### src/hw/scope_stream_pkg.sv
package scope_stream_pkg;

  // ADC sample width
  localparam int unsigned SMP_W = 16;

  // decimation counter width that the accumulator is sized for
  localparam int unsigned ACC_DCW = 17;

  // one signed ADC sample
  typedef logic signed [SMP_W-1:0] sample_t;

  // output beat, sample plus end-of-acquisition flag
  typedef struct packed {
    sample_t data;
    logic    last;
  } out_beat_t;

  // decimator sum, wide enough for a full group
  typedef logic signed [SMP_W+ACC_DCW-1:0] acc_t;

endpackage

### src/hw/scope_reg_pkg.sv
package scope_reg_pkg;

  // register bus widths
  localparam int unsigned BUS_AW = 7;
  localparam int unsigned BUS_DW = 32;

  // pre/post trigger counter width
  localparam int unsigned CNT_W = 32;

  ////////////////////////////////////////////////////////////
  // register map
  ////////////////////////////////////////////////////////////

  // control pulses on write, status on read
  localparam logic [BUS_AW-1:0] REG_CTL     = 7'h00;
  // continuous, automatic, edge enable
  localparam logic [BUS_AW-1:0] REG_MODE    = 7'h04;
  // external event masks
  localparam logic [BUS_AW-1:0] REG_MSK_STR = 7'h10;
  localparam logic [BUS_AW-1:0] REG_MSK_STP = 7'h14;
  localparam logic [BUS_AW-1:0] REG_MSK_TRG = 7'h18;
  // configured and current pre/post counts
  localparam logic [BUS_AW-1:0] REG_PRE     = 7'h20;
  localparam logic [BUS_AW-1:0] REG_PST     = 7'h24;
  localparam logic [BUS_AW-1:0] REG_STS_PRE = 7'h28;
  localparam logic [BUS_AW-1:0] REG_STS_PST = 7'h2c;
  // edge trigger levels and polarity
  localparam logic [BUS_AW-1:0] REG_POS     = 7'h30;
  localparam logic [BUS_AW-1:0] REG_NEG     = 7'h34;
  localparam logic [BUS_AW-1:0] REG_EDG     = 7'h38;
  // decimation
  localparam logic [BUS_AW-1:0] REG_DEC     = 7'h40;
  localparam logic [BUS_AW-1:0] REG_SHR     = 7'h44;
  localparam logic [BUS_AW-1:0] REG_AVG     = 7'h48;

endpackage

### src/hw/sample_stream_if.sv
`timescale 1ns/100ps

// valid/ready stream, payload type chosen per instance
interface sample_stream_if #(
  parameter type T = scope_stream_pkg::sample_t
) ();

  // handshake, transfer when both high on an edge
  logic valid;
  logic ready;

  // payload, held together with valid until taken
  T     data;

  // producer side
  modport src (output valid, output data, input ready);
  // consumer side
  modport dst (input valid, input data, output ready);
  // passive observer
  modport mon (input valid, input data, input ready);

endinterface

### src/hw/scope_ctl_if.sv
`timescale 1ns/100ps

// register file <-> acquisition controller
interface scope_ctl_if #(
  parameter int unsigned EW = 4,
  parameter int unsigned CW = 32
) ();

  // one-cycle control pulses
  logic          ctl_rst;
  logic          sw_str;
  logic          sw_stp;
  logic          sw_trg;
  // mode bits
  logic          cfg_con;
  logic          cfg_aut;
  logic          cfg_edg_en;
  // external event masks
  logic [EW-1:0] cfg_str;
  logic [EW-1:0] cfg_stp;
  logic [EW-1:0] cfg_trg;
  // pre/post trigger counts
  logic [CW-1:0] cfg_pre;
  logic [CW-1:0] cfg_pst;
  // status back from the FSM
  logic          sts_str;
  logic          sts_stp;
  logic          sts_trg;
  logic [CW-1:0] sts_pre;
  logic [CW-1:0] sts_pst;

  modport regs (
    output ctl_rst, sw_str, sw_stp, sw_trg,
    output cfg_con, cfg_aut, cfg_edg_en, cfg_str, cfg_stp, cfg_trg, cfg_pre, cfg_pst,
    input  sts_str, sts_stp, sts_trg, sts_pre, sts_pst
  );

  modport acq (
    input  ctl_rst, sw_str, sw_stp, sw_trg,
    input  cfg_con, cfg_aut, cfg_edg_en, cfg_str, cfg_stp, cfg_trg, cfg_pre, cfg_pst,
    output sts_str, sts_stp, sts_trg, sts_pre, sts_pst
  );

endinterface

### src/hw/scope_regs.sv
`timescale 1ns/100ps

module scope_regs #(
  parameter int unsigned EW  = 4,
  parameter int unsigned CW  = 32,
  parameter int unsigned DCW = 17,
  parameter int unsigned DSW = 4
) (
  input  logic                              bus,
  input  logic                              rst,
  // register bus
  input  logic                              wen,
  input  logic                              ren,
  input  logic [scope_reg_pkg::BUS_AW-1:0]  addr,
  input  logic [scope_reg_pkg::BUS_DW-1:0]  wdata,
  output logic [scope_reg_pkg::BUS_DW-1:0]  rdata,
  output logic                              ack,
  // acquisition control
  scope_ctl_if.regs                         ctl,
  // decimator config
  output logic [DCW-1:0]                    cfg_dec,
  output logic [DSW-1:0]                    cfg_shr,
  output logic                              cfg_avg,
  // edge trigger config
  output scope_stream_pkg::sample_t         cfg_pos,
  output scope_stream_pkg::sample_t         cfg_neg,
  output logic                              cfg_edg
);

  import scope_reg_pkg::*;
  import scope_stream_pkg::*;

  logic              ctl_wr;
  logic [BUS_DW-1:0] rd_mux;

  assign ctl_wr = wen && (addr == REG_CTL);

  // one cycle ack per access
  always_ff @(posedge bus) begin
    if (rst) begin
      ack <= 1'b0;
    end else begin
      ack <= wen || ren;
    end
  end

  ////////////////////////////////////////////////////////////
  // configuration writes
  ////////////////////////////////////////////////////////////

  always_ff @(posedge bus) begin
    if (rst) begin
      ctl.cfg_con    <= 1'b0;
      ctl.cfg_aut    <= 1'b0;
      ctl.cfg_edg_en <= 1'b0;
      ctl.cfg_str    <= '0;
      ctl.cfg_stp    <= '0;
      ctl.cfg_trg    <= '0;
      ctl.cfg_pre    <= '0;
      ctl.cfg_pst    <= '0;
      cfg_pos        <= '0;
      cfg_neg        <= '0;
      cfg_edg        <= 1'b0;
      cfg_dec        <= '0;
      cfg_shr        <= '0;
      cfg_avg        <= 1'b0;
    end else if (wen) begin
      case (addr)
        REG_MODE: begin
          ctl.cfg_con    <= wdata[0];
          ctl.cfg_aut    <= wdata[1];
          ctl.cfg_edg_en <= wdata[2];
        end
        REG_MSK_STR: ctl.cfg_str <= wdata[EW-1:0];
        REG_MSK_STP: ctl.cfg_stp <= wdata[EW-1:0];
        REG_MSK_TRG: ctl.cfg_trg <= wdata[EW-1:0];
        REG_PRE:     ctl.cfg_pre <= wdata[CW-1:0];
        REG_PST:     ctl.cfg_pst <= wdata[CW-1:0];
        REG_POS:     cfg_pos     <= wdata[SMP_W-1:0];
        REG_NEG:     cfg_neg     <= wdata[SMP_W-1:0];
        REG_EDG:     cfg_edg     <= wdata[0];
        REG_DEC:     cfg_dec     <= wdata[DCW-1:0];
        REG_SHR:     cfg_shr     <= wdata[DSW-1:0];
        REG_AVG:     cfg_avg     <= wdata[0];
        default: ;
      endcase
    end
  end

  // control pulses, high for the cycle after the write
  always_ff @(posedge bus) begin
    if (rst) begin
      ctl.ctl_rst <= 1'b0;
      ctl.sw_str  <= 1'b0;
      ctl.sw_stp  <= 1'b0;
      ctl.sw_trg  <= 1'b0;
    end else begin
      ctl.ctl_rst <= ctl_wr && wdata[0];
      ctl.sw_str  <= ctl_wr && wdata[1];
      ctl.sw_stp  <= ctl_wr && wdata[2];
      ctl.sw_trg  <= ctl_wr && wdata[3];
    end
  end

  ////////////////////////////////////////////////////////////
  // read back
  ////////////////////////////////////////////////////////////

  // fields zero extended to bus width
  always_comb begin
    case (addr)
      REG_CTL:     rd_mux = BUS_DW'({ctl.sts_trg, ctl.sts_stp, ctl.sts_str, 1'b0});
      REG_MODE:    rd_mux = BUS_DW'({ctl.cfg_edg_en, ctl.cfg_aut, ctl.cfg_con});
      REG_MSK_STR: rd_mux = BUS_DW'(ctl.cfg_str);
      REG_MSK_STP: rd_mux = BUS_DW'(ctl.cfg_stp);
      REG_MSK_TRG: rd_mux = BUS_DW'(ctl.cfg_trg);
      REG_PRE:     rd_mux = BUS_DW'(ctl.cfg_pre);
      REG_PST:     rd_mux = BUS_DW'(ctl.cfg_pst);
      REG_STS_PRE: rd_mux = BUS_DW'(ctl.sts_pre);
      REG_STS_PST: rd_mux = BUS_DW'(ctl.sts_pst);
      REG_POS:     rd_mux = {{(BUS_DW-SMP_W){1'b0}}, cfg_pos};
      REG_NEG:     rd_mux = {{(BUS_DW-SMP_W){1'b0}}, cfg_neg};
      REG_EDG:     rd_mux = BUS_DW'(cfg_edg);
      REG_DEC:     rd_mux = BUS_DW'(cfg_dec);
      REG_SHR:     rd_mux = BUS_DW'(cfg_shr);
      REG_AVG:     rd_mux = BUS_DW'(cfg_avg);
      default:     rd_mux = '0;
    endcase
  end

  // data lands together with ack
  always_ff @(posedge bus) begin
    if (ren) begin
      rdata <= rd_mux;
    end
  end

endmodule

### src/hw/scope_decimator.sv
`timescale 1ns/100ps

module scope_decimator #(
  parameter int unsigned DCW = 17,
  parameter int unsigned DSW = 4
) (
  input  logic           bus,
  input  logic           rst,
  input  logic           ctl_rst,
  input  logic [DCW-1:0] cfg_dec,
  input  logic [DSW-1:0] cfg_shr,
  input  logic           cfg_avg,
  sample_stream_if.dst   sti,
  sample_stream_if.src   sto
);

  import scope_stream_pkg::*;

  logic           run;
  logic           xfer;
  logic           grp_end;
  logic [DCW-1:0] dec_n;
  logic [DCW-1:0] cnt;
  acc_t           acc;
  acc_t           sum;
  acc_t           avg;

  // factor 0 behaves as 1
  assign dec_n   = (cfg_dec == '0) ? DCW'(1) : cfg_dec;
  assign grp_end = (cnt >= dec_n - DCW'(1));

  // running sum including the current sample
  assign sum = acc + acc_t'(sti.data);
  assign avg = sum >>> cfg_shr;

  // stall input while a result waits downstream
  assign sti.ready = run && !sto.valid;
  assign xfer      = sti.valid && sti.ready;

  always_ff @(posedge bus) begin
    if (rst) begin
      run       <= 1'b0;
      sto.valid <= 1'b0;
      cnt       <= '0;
      acc       <= '0;
    end else begin
      run <= 1'b1;
      if (sto.valid && sto.ready) begin
        sto.valid <= 1'b0;
      end
      if (ctl_rst) begin
        cnt <= '0;
        acc <= '0;
      end else if (xfer) begin
        if (grp_end) begin
          cnt       <= '0;
          acc       <= '0;
          sto.valid <= 1'b1;
        end else begin
          cnt <= cnt + DCW'(1);
          acc <= sum;
        end
      end
    end
  end

  // last sample of the group, or the shifted sum truncated to 16 bits
  always_ff @(posedge bus) begin
    if (xfer && grp_end) begin
      sto.data <= cfg_avg ? sample_t'(avg) : sti.data;
    end
  end

  a_out_hold: assert property (@(posedge bus) disable iff (rst)
    sto.valid && !sto.ready |=> sto.valid && $stable(sto.data));

endmodule

### src/hw/scope_edge_trigger.sv
`timescale 1ns/100ps

module scope_edge_trigger (
  input  logic                      bus,
  input  logic                      rst,
  input  logic                      ctl_rst,
  input  scope_stream_pkg::sample_t cfg_pos,
  input  scope_stream_pkg::sample_t cfg_neg,
  input  logic                      cfg_edg,
  sample_stream_if.mon              mon,
  output logic                      evn_edg
);

  import scope_stream_pkg::*;

  logic    xfer;
  logic    armed;
  logic    arm_hit;
  logic    fire;
  sample_t smp;

  assign xfer = mon.valid && mon.ready;
  assign smp  = mon.data;

  // cfg_edg 0 is rising, arm low then fire high
  // cfg_edg 1 mirrors it
  always_comb begin
    if (!cfg_edg) begin
      arm_hit = (smp <= cfg_neg);
      fire    = armed && (smp >= cfg_pos);
    end else begin
      arm_hit = (smp >= cfg_pos);
      fire    = armed && (smp <= cfg_neg);
    end
  end

  // hysteresis state, only moved by transfers
  always_ff @(posedge bus) begin
    if (rst || ctl_rst) begin
      armed   <= 1'b0;
      evn_edg <= 1'b0;
    end else begin
      evn_edg <= xfer && fire;
      if (xfer) begin
        if (fire) begin
          armed <= 1'b0;
        end else if (arm_hit) begin
          armed <= 1'b1;
        end
      end
    end
  end

endmodule

### src/hw/scope_acq_counter.sv
`timescale 1ns/100ps

module scope_acq_counter #(
  parameter int unsigned CW = 32
) (
  input  logic          bus,
  input  logic          rst,
  input  logic          clr,
  input  logic          inc,
  input  logic [CW-1:0] target,
  output logic [CW-1:0] count,
  output logic          reached
);

  // saturating count, pulled back if target drops below it
  always_ff @(posedge bus) begin
    if (rst || clr) begin
      count <= '0;
    end else if (count > target) begin
      count <= target;
    end else if (inc && (count != target)) begin
      count <= count + CW'(1);
    end
  end

  // at target by the end of this cycle
  assign reached = (count >= target) || (inc && (count + CW'(1) == target));

  a_cnt_sat: assert property (@(posedge bus) disable iff (rst)
    $stable(target) |-> count <= target);

endmodule

### src/hw/scope_acq_fsm.sv
`timescale 1ns/100ps

module scope_acq_fsm #(
  parameter int unsigned EW = 4,
  parameter int unsigned CW = 32
) (
  input  logic          bus,
  input  logic          rst,
  scope_ctl_if.acq      ctl,
  input  logic [EW-1:0] evn_ext,
  input  logic          evn_edg,
  sample_stream_if.dst  sti,
  sample_stream_if.src  sto,
  output logic          evn_lst
);

  import scope_stream_pkg::*;

  typedef enum logic [1:0] {IDLE, PRE, ARM, POST} state_t;

  state_t state;
  state_t state_go;
  logic   evn_str;
  logic   evn_stp;
  logic   evn_trg;
  logic   xfer;
  logic   post_now;
  logic   lst;
  logic   done;
  logic   cnt_clr;
  logic   pre_rch;
  logic   pst_rch;

  ////////////////////////////////////////////////////////////
  // events
  ////////////////////////////////////////////////////////////

  assign evn_str = ctl.sw_str || |(evn_ext & ctl.cfg_str);
  assign evn_stp = ctl.sw_stp || |(evn_ext & ctl.cfg_stp);
  assign evn_trg = ctl.sw_trg || |(evn_ext & ctl.cfg_trg) || (ctl.cfg_edg_en && evn_edg);

  // entry state of an acquisition, skips pre when it is empty
  assign state_go = (ctl.cfg_pre != '0) ? PRE : (ctl.cfg_aut ? POST : ARM);

  // stream gating, idle drains the input
  assign sti.ready = (state == IDLE) || sto.ready;
  assign sto.valid = sti.valid && (state != IDLE);
  assign sto.data  = out_beat_t'{data: sti.data, last: lst};
  assign xfer      = sto.valid && sto.ready;

  // a trigger in arm already makes this cycle's beat a post sample
  assign post_now = (state == POST) || ((state == ARM) && (ctl.cfg_aut || evn_trg));
  assign lst      = post_now && (ctl.sts_pst + CW'(1) == ctl.cfg_pst);
  assign done     = post_now && pst_rch;
  assign cnt_clr  = ctl.ctl_rst || ((state == IDLE) && evn_str) || (done && ctl.cfg_con);

  scope_acq_counter #(.CW (CW)) i_cnt_pre (
    .bus     (bus),
    .rst     (rst),
    .clr     (cnt_clr),
    .inc     (xfer && !post_now),
    .target  (ctl.cfg_pre),
    .count   (ctl.sts_pre),
    .reached (pre_rch)
  );

  scope_acq_counter #(.CW (CW)) i_cnt_pst (
    .bus     (bus),
    .rst     (rst),
    .clr     (cnt_clr),
    .inc     (xfer && post_now),
    .target  (ctl.cfg_pst),
    .count   (ctl.sts_pst),
    .reached (pst_rch)
  );

  ////////////////////////////////////////////////////////////
  // state machine
  ////////////////////////////////////////////////////////////

  assign ctl.sts_str = (state != IDLE);

  always_ff @(posedge bus) begin
    if (rst || ctl.ctl_rst) begin
      state       <= IDLE;
      ctl.sts_stp <= 1'b0;
      ctl.sts_trg <= 1'b0;
      evn_lst     <= 1'b0;
    end else begin
      evn_lst <= xfer && lst;
      // stop wins over everything
      if (evn_stp) begin
        state       <= IDLE;
        ctl.sts_stp <= 1'b1;
      end else begin
        if (post_now) begin
          ctl.sts_trg <= 1'b1;
        end
        case (state)
          IDLE: if (evn_str) begin
            state       <= state_go;
            ctl.sts_stp <= 1'b0;
            ctl.sts_trg <= (state_go == POST);
          end
          PRE: if (pre_rch) begin
            if (ctl.cfg_aut || evn_trg) begin
              state       <= POST;
              ctl.sts_trg <= 1'b1;
            end else begin
              state <= ARM;
            end
          end
          default: if (done) begin
            state <= ctl.cfg_con ? state_go : IDLE;
          end else if (post_now) begin
            state <= POST;
          end
        endcase
      end
    end
  end

  // post counter and gating together never pass cfg_pst
  a_pst_max: assert property (@(posedge bus) disable iff (rst || ctl.ctl_rst)
    xfer && post_now |-> ctl.sts_pst < ctl.cfg_pst);

endmodule

### src/hw/scope_top.sv
`timescale 1ns/100ps

module scope_top #(
  parameter int unsigned EW  = 4,
  parameter int unsigned CW  = scope_reg_pkg::CNT_W,
  parameter int unsigned DCW = scope_stream_pkg::ACC_DCW,
  parameter int unsigned DSW = 4
) (
  input  logic                             bus,
  input  logic                             rst,
  // register bus
  input  logic                             reg_wen,
  input  logic                             reg_ren,
  input  logic [scope_reg_pkg::BUS_AW-1:0] reg_addr,
  input  logic [scope_reg_pkg::BUS_DW-1:0] reg_wdata,
  output logic [scope_reg_pkg::BUS_DW-1:0] reg_rdata,
  output logic                             reg_ack,
  // ADC samples in
  input  scope_stream_pkg::sample_t        in_data,
  input  logic                             in_valid,
  output logic                             in_ready,
  // captured samples out
  output scope_stream_pkg::sample_t        out_data,
  output logic                             out_last,
  output logic                             out_valid,
  input  logic                             out_ready,
  // events
  input  logic [EW-1:0]                    evn_ext,
  output logic                             evn_lst
);

  import scope_stream_pkg::*;

  // decimator and edge config
  logic [DCW-1:0] cfg_dec;
  logic [DSW-1:0] cfg_shr;
  logic           cfg_avg;
  sample_t        cfg_pos;
  sample_t        cfg_neg;
  logic           cfg_edg;
  logic           evn_edg;

  scope_ctl_if #(.EW (EW), .CW (CW)) ctl ();

  // input, decimated and output streams
  sample_stream_if #(.T (sample_t))   sti ();
  sample_stream_if #(.T (sample_t))   std ();
  sample_stream_if #(.T (out_beat_t)) sto ();

  assign sti.data  = in_data;
  assign sti.valid = in_valid;
  assign in_ready  = sti.ready;

  assign out_data  = sto.data.data;
  assign out_last  = sto.data.last;
  assign out_valid = sto.valid;
  assign sto.ready = out_ready;

  scope_regs #(.EW (EW), .CW (CW), .DCW (DCW), .DSW (DSW)) i_regs (
    .bus     (bus),
    .rst     (rst),
    .wen     (reg_wen),
    .ren     (reg_ren),
    .addr    (reg_addr),
    .wdata   (reg_wdata),
    .rdata   (reg_rdata),
    .ack     (reg_ack),
    .ctl     (ctl),
    .cfg_dec (cfg_dec),
    .cfg_shr (cfg_shr),
    .cfg_avg (cfg_avg),
    .cfg_pos (cfg_pos),
    .cfg_neg (cfg_neg),
    .cfg_edg (cfg_edg)
  );

  scope_decimator #(.DCW (DCW), .DSW (DSW)) i_dec (
    .bus     (bus),
    .rst     (rst),
    .ctl_rst (ctl.ctl_rst),
    .cfg_dec (cfg_dec),
    .cfg_shr (cfg_shr),
    .cfg_avg (cfg_avg),
    .sti     (sti),
    .sto     (std)
  );

  scope_edge_trigger i_edge (
    .bus     (bus),
    .rst     (rst),
    .ctl_rst (ctl.ctl_rst),
    .cfg_pos (cfg_pos),
    .cfg_neg (cfg_neg),
    .cfg_edg (cfg_edg),
    .mon     (std),
    .evn_edg (evn_edg)
  );

  scope_acq_fsm #(.EW (EW), .CW (CW)) i_acq (
    .bus     (bus),
    .rst     (rst),
    .ctl     (ctl),
    .evn_ext (evn_ext),
    .evn_edg (evn_edg),
    .sti     (std),
    .sto     (sto),
    .evn_lst (evn_lst)
  );

endmodule

### config.mk
export PLATFORM = sky130hd
export DESIGN_NAME = scope_top
export DESIGN_NICKNAME = d
export VERILOG_FILES = /design/src/hw/scope_stream_pkg.sv /design/src/hw/scope_reg_pkg.sv /design/src/hw/sample_stream_if.sv /design/src/hw/scope_ctl_if.sv /design/src/hw/scope_regs.sv /design/src/hw/scope_decimator.sv /design/src/hw/scope_edge_trigger.sv /design/src/hw/scope_acq_counter.sv /design/src/hw/scope_acq_fsm.sv /design/src/hw/scope_top.sv
export SDC_FILE = /design/constraint.sdc
export NUM_CORES = 1
export LEC_CHECK = 0
export ABC_AREA = 1
export ABC_CLOCK_PERIOD_IN_PS = 3700
export BUFFER_PORTS_ARGS = -buffer_cell sky130_fd_sc_hd__buf_2
export CORE_UTILIZATION = 44
export CTS_BUF_LIST = sky130_fd_sc_hd__clkbuf_2 sky130_fd_sc_hd__clkbuf_4 sky130_fd_sc_hd__clkbuf_8
export DETAILED_ROUTE_END_ITERATION = 8
export SLEW_MARGIN = 10
export SYNTH_ARGS = -nofsm -noshare
export SYNTH_HDL_FRONTEND = slang
export SYNTH_SLANG_ARGS = --single-unit
### constraint.sdc
create_clock -name bus -period 3.7 [get_ports bus]
set_clock_uncertainty 0.05 [all_clocks]
set_input_delay 0.37 -clock bus [delete_from_list [all_inputs] [get_ports bus]]
set_output_delay 0.37 -clock bus [all_outputs]
set_load 0.05 [all_outputs]
# --- Word-level counts from Yosys, hierarchy flattened ---
# Index checks and enable logic that the tools add are counted.
# W data, S select, Z words.
totals:
  reg_bits: 310
  mem_bits_ro: 0
  elab_cells: 182
  latchBits: 0
  mem_count: 0
  input_bits: 65
  ram_bits: 0
classes:
  shifts: 1
  mul: 0
  n_bitwise: 3
  order_cmp: 7
  div_mod_pow: 0
  eq_ne: 24
  mux: 35
  n_addsub: 5
  reduce_logical: 74
ops:
  columns: ["cell", "count"]
  rows:
  - ["$pmux W32 S15", 1]
  - ["$mux W32", 4]
  - ["$add A32 B1 Y32 const B", 2]
  - ["$eq A32 B32 Y1", 2]
  - ["$ge A32 B32 Y1", 2]
  - ["$gt A32 B32 Y1", 2]
  - ["$ne A32 B32 Y1", 2]
  - ["$eq A7 B6 Y1 const B", 7]
  - ["$mux W17", 2]
  - ["$add A33 B16 Y33", 1]
  - ["$mux W33", 1]
  - ["$sshr A33 B4 Y16", 1]
  - ["$reduce_bool A32 Y1", 1]
  - ["$reduce_and A2 Y1", 14]
  - ["$logic_and A1 B1 Y1", 27]
  - ["$eq A7 B5 Y1 const B", 3]
  - ["$eq A7 B7 Y1 const B", 3]
  - ["$mux W1", 18]
  - ["$add A17 B1 Y17 const B", 1]
  - ["$ge A17 B17 Y1", 1]
  - ["$logic_not A17 Y1", 1]
  - ["$sub A17 B1 Y17 const B", 1]
  - ["$ge A16 B16 Y1", 1]
  - ["$le A16 B16 Y1", 1]
  - ["other kinds (19)", 50]

# --- Logic depth before layout (Yosys ltp) ---
# Gate-level depths: netlist of the first run.
logic_depth:
  word_depth: 14
  depth_mapped: 23
  depth_no_buf: 23

# --- Hierarchy ---
# Synthesis of the first run repeated with hierarchy kept, for this count alone.
unflattened:
  hier_cells: 4305
  hier_area_um2: 26022.5
by_module_without_submodules:
  columns: ["mod", "area_each_um2", "seq_area_each_um2", "n_inst", "cells_each"]
  rows:
  - ["scope_regs", 7644.8, 3743.6, 1, 1004]
  - ["scope_decimator", 6935.4, 1481.4, 1, 1214]
  - ["scope_acq_counter at i_acq.i_cnt_pre", 4220.3, 640.6, 1, 756]
  - ["scope_acq_counter at i_acq.i_cnt_pst", 4023.9, 640.6, 1, 734]
  - ["scope_acq_fsm", 2188.3, 100.1, 1, 436]
  - ["scope_edge_trigger", 1009.7, 40.0, 1, 161]

# --- Worst setup path before layout of the first run ---
# OpenSTA, ideal clock, no wires.
synth_timing:
  kind: "register -> register"
  startpoint: "register i_regs.cfg_dec[9]"
  endpoint: "register i_dec.sto.data[0] (enable)"
  arrival_ns: 3.401
  path_slack_ns: -0.115
  path_stages_with_launch: 22
  n_path_buf: 0
  path_cell_list: "dfxtp_1 nor2_1 inv_1 nor4_1 nand3_1 nand2_1 inv_1 ha_1 nand3_1 nor2_1 nand2_1 nor4_1 nand3_1 xor2_1 ha_1 inv_1 nor3_1 nor3b_1 nand3_1 o2111ai_1 nand2_1 inv_1"
synth_via:
  elab_chain_cells: 5
synth_lines:
  columns: ["element", "line", "rtl"]
  rows:
  - ["from (decl)", "scope_regs.sv:21", "output logic [DCW-1:0] cfg_dec,"]
  - ["from (signal assigned)", "scope_regs.sv:82", "REG_DEC: cfg_dec <= wdata[DCW-1:0];"]
  - ["$logic_not A17 Y1", "scope_decimator.sv:29", "assign dec_n = (cfg_dec == '0) ? DCW'(1) : cfg_dec;"]
  - ["$mux W17 *", "scope_decimator.sv:29", null]
  - ["$sub A17 B1 Y17 *", "scope_decimator.sv:30", "assign grp_end = (cnt >= dec_n - DCW'(1));"]
  - ["$ge A17 B17 Y1 *", "scope_decimator.sv:30", null]
  - ["$logic_and A1 B1 Y1 *", "scope_decimator.sv:69", "if (xfer && grp_end) begin"]
  - ["to (decl)", "sample_stream_if.sv:16", "modport src (output valid, output data, input ready);"]
# Mark *: on every way between the ends. The rest lies on a longest branch, timed or not.
# A chain may end at the register's enable or synchronous reset.

# --- Final worst setup path of the first run ---
layout_timing:
  startpoint: "register i_regs.cfg_dec[0]"
  endpoint: "register i_dec.acc[14]"
layout_via:
  elab_chain_cells: 5
layout_lines:
  columns: ["element", "line", "rtl"]
  rows:
  - ["$logic_not A17 Y1", "scope_decimator.sv:29", null]
  - ["$mux W17 *", "scope_decimator.sv:29", null]
  - ["$sub A17 B1 Y17 *", "scope_decimator.sv:30", null]
  - ["$ge A17 B17 Y1 *", "scope_decimator.sv:30", null]
  - ["$mux W33 *", "scope_decimator.sv:55", "if (grp_end) begin"]
  - ["to (signal assigned)", "scope_decimator.sv:61", "acc <= sum;"]
  - ["to (decl)", "scope_decimator.sv:24", "acc_t acc;"]
# Marked as above.

==> metrics.md, run 1 <==
| Metric | Value |
|---|---|
| Register area share after synthesis | between 30 and 40% |
| Crit. End Element | flop |
| DRT iter0 DRCs | 2,187 |
| Most frequent cells in the layout | 834 x nand2_1, 351 x inv_1, 306 x a21oi_1, 289 x nor2_1, 272 x nand3_1 |
| Num CTS Buffers | 59 |
| GRT busiest layer | met2 |
| H-tree depth | 2 |
| Max-slew violations | 0 |
| Antenna violations before repair | 3 |
| Clk sink count | between 300 and 400 |
| Final Cycle Share | 100% |
| Synth async-reset ratio | 0% |
| Core area | 48,800 µm² |
| HPWL after DPL | 70,100 µm |
| GR Overflow Total | 0 |
| Crit path kind | flop to flop |
| Util after Layout | 53.7% |
| GRT met2 Usage | between 60% and 70% |
| RSZ-0062 raised after global routing | yes |
| Avg Cell Area, Syn | 6.51 µm² |
| Via count | 24.4k |
| Total power | 9.27 mW |
| Vias in the first global route | 22.8k |
| Met1 GRT Util | roughly 44% |
| TritonCTS clock tree | done |
| Clock latency on the worst-skew pair | 0.73 ns |
| Final hold vios | 0 |
| Critical Path RT | about 4.2 ns |
| Crit start category | flop |
| First-pass GRT wire length | 136,000 µm |
| Final ANT Viol Nets | 0 |
| Routed WL | 92,000 µm |
| Clock Pin Slew Worst Setup and Hold Paths | 0.06 ns |
| Crit path DAT | 4.21 ns |
| # rows | 81 |
| Syn Inst Count | 3,342 |
| Netlist cell types | 54 |
| NumNets Final | 3,791 |
| Setup ws final | -0.00333 ns |
| WL per Instance | 21.4 µm |
| Critical Path Slowest Stage Cell | ha_1 |
| Die Y | 224 µm |
| Pleak | 10.9 nW |
| Die X-Extent | 224 µm |
| CTS Root Cell | clkbuf_8 |
| Setup TNS | -0.00818 ns |
| Via-to-Cell Ratio | 5.67 |
| Status | finished with violations |
| Failing checks | negative setup slack |
| Rel. slew slack | 31.7% |
| Layout cells sized above 1 | 13.6% |
| Reg2reg setup slack | -0.003 ns |
| Yosys Warn Count | 0 |
| Prevailing post-synth register cell | dfxtp_1 |
| Post-Syn Nets | roughly 3.6k |
| PD cells | 354 nW/µm² |
| Non-filler cells, final | 4,294 |
| VDD IR max | around 0.32 mV |
| Cell Area, Synth | 21,700 µm² |
| Sequence of cells on the critical path | nor3_2 > nand2_2 > inv_1 > nand3_2 > nor2_2 > nand2_2 > nor3_2 > nand2_1 > nor3_2 > xnor2_1 > ha_1 > nand2_2 > nor3_2 > nor3b_2 > nand3_1 > o2111ai_4 > nor2_4 > buf_6 > buf_12 > buf_12 > nand2_4 > a21oi_2 |
| Max-cap violations | 0 |
| Initial Utilization | 44.5% |
| Critical path's top delay family | simple AND/OR/NAND/NOR gates |
| Worst Max-Slew Pin Slew | 1.02 ns |
| CP most frequent cell | nor3_2 |
| Largest fanout on the critical path | 7 |
| Min Tclk post-route | ~3.7 ns |
| Worst-case clock buffer depth | 3 |
| Worst hold margin | 0.0438 ns |
| Post-synth EDFFs | 48 |
| Largest stage delay, worst path | ~0.35 ns |
| Port Buf Inserts | 117 |
| Post-synthesis register bit count | 308 |
| Layout area overhead | 20.6% |
| Commonest non-fill, non-tap cell in the layout | nand2_1 |
| Number of instances in the placed design | 4,116 |
| Hold WC Path Type | primary input to flop |
| Fmax | 270 MHz |
| Met3 usage | 5.02% |
| Largest net degree at the start of global routing | 91 |
| DRT Pass-1 Iters | 6 |
| WP buf/inv | 4 |
| Remaining DRCs | 0 |
| GP Congestion | 1.01 |
| I/O Pins | 118 |
| Final setup vio count | 3 |
| Total die area | 50,300 µm² |
| Tot GR Track Use | between 30 and 40% |
[path summary, 6_finish.rpt]
path | startpoint | endpoint | cells past startpoint
setup / recovery | i_regs.cfg_dec[0]$_SDFFE_PP0P_ | i_dec.acc[14]$_SDFFE_PP0P_ | 22
hold / removal | reg_wdata[30] | i_regs.ctl.cfg_pre[30]$_SDFFE_PP0P_ | 3
setup reg to reg | i_regs.cfg_dec[0]$_SDFFE_PP0P_ | i_dec.acc[14]$_SDFFE_PP0P_ | 22
hold reg to reg | i_edge.armed$_SDFFE_PP0P_ | i_edge.armed$_SDFFE_PP0P_ | 2
[registers in the layout (all words and copies together), names as in the netlist, 2 cells and up]
register               count
i_acq.i_cnt_pre.count     32
i_acq.i_cnt_pst.count     32
i_acq.state                2
i_dec.acc                 31
i_dec.cnt                 17
i_dec.sto.data            16
i_regs.cfg_dec            17
i_regs.cfg_neg            16
i_regs.cfg_pos            16
i_regs.cfg_shr             4
i_regs.ctl.cfg_pre        32
i_regs.ctl.cfg_pst        32
i_regs.ctl.cfg_stp         4
i_regs.ctl.cfg_str         4
i_regs.ctl.cfg_trg         4
i_regs.rdata              32
[logic make-up (layout without fill, tap and decap cells)]
logic type               count (synthesis)  in the layout  share of synthesized area [%]
flip-flops                             308            308                           30.6
buffers and inverters                  480            765                           8.49
XOR/XNOR                                54             54                           2.43
AND/OR/NAND/NOR                       1582           1582                           30.4
adder cells (fa/ha/maj)                148            148                           8.55
AO/OA/AOI/OAI                          770            770                           19.6
other                                    0              3                              0
[worst min-delay path, cell delays in order]
cell and delay [ns]:
buf_2 0.12, o21ai_0 0.12, a21oi_1 0.14
[cells in the mapped netlist, drive strengths merged (19+ instances only)]
cell,n,share of area (%)
a21oi,316,7.3
a31oi,36,1.0
buf,19,0.53
clkbuf,93,1.6
dfxtp,260,24
edfxtp,48,6.6
ha,147,8.5
inv,364,6.3
nand2,864,15
nand3,281,6.6
nand4,41,1.2
nor2,316,5.6
nor3,40,0.92
nor4,22,0.63
o21ai,259,6.0
o22ai,78,2.2
xor2,38,1.5
[stage by stage]
step | instance area (µm²) | setup slack [ns]
floorplan | 21800 | 0.00946
global placement | 23600 | -0.279
detailed placement | 23600 | -0.399
CTS | 25800 | 0.00359
global route | 26200 | -0.179
finish | 26200 | -0.00333
[power breakdown]
part	switching, mW	total [mW]	leakage, nW	internal [mW]
Clock	1.65	3.79	0.710	2.14
Sequential	0.0801	3.57	2.59	3.49
Combinational	1.25	1.91	7.63	0.656
Total	2.99	9.27	10.9	6.28
[layout make-up]
cell class | count | area [µm²]
Fill cell | 4977 | 22600
Antenna cell | 3 | 7.51
Clock buffer | 96 | 1200
Clock inverter | 14 | 121
Tap cell | 664 | 831
Sequential cell | 308 | 6690
Multi-Input combinational cell | 2554 | 13800
Timing Repair Buffer | 287 | 2200
Inverter | 368 | 1400
[layer usage]
metal  vias up  part of all wire (%)
li1      11800                     -
met1     11200                    41
met2      1066                    47
met3       263                   6.6
met4         2                   5.8
met5         -                0.0098
[repair_timing]
item                                   CTS  global route
endpoints found under the hold margin   88             0
gates cloned                             3             1
pin swaps                               20            31
setup endpoints to repair               66            70
hold buffers                            43             0
setup buffers                           17             6
resized for setup                       76            90
No activity file was read; power rests on OpenSTA's default activity.
==> run 2, diff against run 1 <==
- ABC_AREA: 1 -> 0
==> metrics.md, run 2 <==
| Metric | Value |
|---|---|
| Remaining DRCs | 0 |
| WL per Instance | around 21 µm |
| Commonest non-fill, non-tap cell in the layout | nand2_1 |
| Clk sink count | 308 |
| Syn Inst Count | 2,821 |
| Crit. End Element | flop |
| Port Buf Inserts | 117 |
| H-tree depth | 2 |
| Clock latency on the worst-skew pair | approximately 0.69 ns |
| Max-slew violations | 0 |
| DRT iter0 DRCs | 1,926 |
| Fmax | 268 MHz |
| Post-synth EDFFs | 48 |
| Max-cap violations | 0 |
| Routed WL | 81,000 µm |
| Final hold vios | 0 |
| Status | finished with violations |
| Min Tclk post-route | 3.73 ns |
| Final Cycle Share | 101% |
| Most frequent cells in the layout | 444 x nand2_1, 275 x a21oi_1, 255 x dfxtp_1, 224 x buf_4, 190 x nor2_1 |
| Rel. slew slack | a little under a third |
| Routed wl met3 | 5510 µm |
| Antenna violations before repair | 3 |
| Netlist cell types | 81 |
| Yosys top cell by area | dfxtp_1 |
| Setup WS pre-CTS | -0.292 ns |
| Final setup vio count | 37 |
| Top cells by area, synth | dfxtp_1 24%, ha_1 8.4%, nand2_1 7.6% |
| CP endpoint | i_dec.acc[30]$_SDFFE_PP0P_ |
| Worst-case clock buffer depth | 3 |
| TritonCTS clock tree | done |
| # rows | 81 |
| Net Switching | 4.45 mW |
| Final ANT Viol Nets | 0 |
| Largest net degree at the start of global routing | 93 |
| Non-filler cells, final | 3,805 |
| RSZ-0062 raised after global routing | yes |
| Total die area | slightly above 50,000 µm² |
| Tot GR Track Use | a little under a third |
| CTS Root Cell | clkbuf_8 |
| First-pass GRT wire length | 125,000 µm |
| Clock network fraction of total power | 30.4% |
| Met2 WL | 39,400 µm |
| GP Congestion | roughly 1 |
| Vias in the first global route | around 22k |
| Setup ws final | -0.0333 ns |
| Pleak | 10.5 nW |
| DRT Pass-1 Iters | 8 |
| Crit path kind | flop to flop |
| Met1 WL | 32,500 µm |
| Hold WC Path Type | primary input to flop |
| Top post-synthesis cells by count | 446 x nand2_1, 280 x a21oi_1, 260 x dfxtp_1 |
| Cell Area, Synth | approximately 22,000 µm² |
| Via-to-Cell Ratio | 5.93 |
| Worst reg2reg endpoint | i_dec.acc[30]$_SDFFE_PP0P_ |
| PD cells | between 400 and 500 nW/µm² |
| Layout area overhead | 21.5% |
| Reg2reg setup slack | -0.03 ns |
| Prevailing post-synth register cell | dfxtp_1 |
| Sw Share | 37.4% |
| HPWL after DPL | 61,200 µm |
| Util after Layout | 54.3% |
| GR Overflow Total | 0 |
| Largest fanout on the critical path | 6 |
| Critical Path RT | 4.23 ns |
| VDD IR max | 0.509 mV |
| Crit path DAT | 4.26 ns |
| Reg-to-Reg Start | i_regs.cfg_dec[6]$_SDFFE_PP0P_ |
| Yosys Warn Count | 0 |
| Synth async-reset ratio | 0% |
| Avg Cell Area, Syn | 7.77 µm² |
| Register area share after synthesis | 30.3% |
| Num CTS Buffers | 57 |
| Layout cells sized above 1 | 19.1% |
| Internal cell power | 7.43 mW |
| Worst Reg-to-Reg Cells | 22 |
| CP startpoint | i_regs.cfg_dec[6]$_SDFFE_PP0P_ |
| I/O Pins | 118 |
| Worst hold margin | 0.0416 ns |
| Reg power frac | 31.4% |
| Die X-Extent | 225 µm |
| Post-synth top area share | between 20% and 30% |
| Crit start category | flop |
| Core area | 49,100 µm² |
| Number of instances in the placed design | between 3k and 4k |
| Post-Syn Nets | 3,034 |
| Post-synthesis register bit count | slightly above 300 |
| Total power | 11.9 mW |
| Initial Utilization | 44.7% |
| DR top layer | met4 |
| Clock Pin Slew Worst Setup and Hold Paths | 0.06 ns |
| Die Y | between 200 and 250 µm |
| NumNets Final | 3,305 |
| Via count | between 20k and 25k |
| Worst Max-Slew Pin Slew | approximately 1 ns |
| Failing checks | negative setup slack |
| Top-count cell post-synth | nand2_1 |
| Combinational power share | a little under two fifths |
==> run 2: changes by cell type after synthesis, moves of 98 or more <==
cell and change:
nor2_1 -98, inv_1 -235, o21ai_0 -179, nand2_1 -417, xnor2_1 +105, nand3_1 -147
==> run 2: power by group through the flow <==
stage	Sequential (mW)	Clock [mW]	Combinational (mW)
final	3.73	3.61	4.53
after detailed placement	3.79	0	4.26
after CTS	3.72	3.67	4.45
after global routing	3.74	3.80	4.89
after global placement	3.79	0	4.18
after floorplan	3.84	0	2.77
==> run 2: metrics by stage <==
stage	area (µm²)	TNS (ns)
6_report	26700	-0.444
5_1_grt	26700	-11.54
4_1_cts	26400	-1.66
3_5_place_dp	24500	-16.74
3_3_place_gp	24500	-11.55
2_1_floorplan	22000	-0.192
==> run 2: critical path, cell delays in order, from the launching register on <==
cell	delay, ns
dfxtp_2	0.32
or4_4	0.55
nor2_4	0.14
nand2_2	0.06
nor4_4	0.17
nor2_1	0.10
ha_2	0.20
nand2b_4	0.09
nor2_4	0.04
nand2_4	0.07
nor4_4	0.04
xnor2_1	0.12
ha_1	0.31
a21o_1	0.16
a21o_1	0.18
a21oi_2	0.16
o21ai_2	0.09
a31oi_4	0.23
buf_12	0.18
buf_6	0.10
buf_6	0.09
nand2_1	0.05
a31oi_1	0.14
==> run 2: metal layers <==
layer / up-vias / global-route usage [%]
met5: - / 0
met4: 0 / 13.5
met1: 10800 / 38.2
li1: 10700 / -
met3: 200 / 4.55
met2: 913 / 55.2
==> run 2: layout make-up <==
cell class	count	area, µm²
clock inverters	16	140
clock buffers	89	1100
flip-flops and latches	308	6650
fillers	4797	22400
inverters	128	480
diodes	3	7.51
multi-input cells	2202	14400
well taps	664	831
repair buffers	395	3000
==> run 2: what timing repair did <==
action / in CTS / in global routing
cloned: 2 / 2
pin swaps: 23 / 31
setup endpoints to repair: 68 / 84
hold buffers: 36 / 0
resized for setup: 30 / 63
endpoints found under the hold margin: 107 / 0
buffers inserted: 9 / 2
==> run 2: cells by family after synthesis <==
family          count (synthesis)  share of synthesized area (%)
simple gates                 1100                           23.5
buf+inv                       311                           5.72
compound gates                710                           21.4
xor+xnor                      182                           7.27
fa+ha+maj                     148                           8.48
mux                            62                           3.33
flops                         308                           30.3
==> run 2: worst min-delay path by stage <==
stage | from | endpoint | slack (ns) | cells after the start
floorplan | i_dec.acc[0]$_SDFFE_PP0P_ | i_dec.acc[0]$_SDFFE_PP0P_ | 0.39 | 2
global placement | i_dec.acc[15]$_SDFFE_PP0P_ | i_dec.acc[15]$_SDFFE_PP0P_ | 0.39 | 2
detailed placement | i_acq.ctl.sts_stp$_SDFFE_PP0P_ | i_acq.ctl.sts_stp$_SDFFE_PP0P_ | 0.40 | 2
CTS | reg_wdata[1] | i_regs.cfg_neg[1]$_SDFFE_PP0P_ | 0.0005 | 3
global route | in_data[6] | i_dec.sto.data[6]$_DFFE_PP_ | 0.04 | 2
finish | out_ready | i_dec.sto.valid$_SDFF_PP0_ | 0.04 | 4
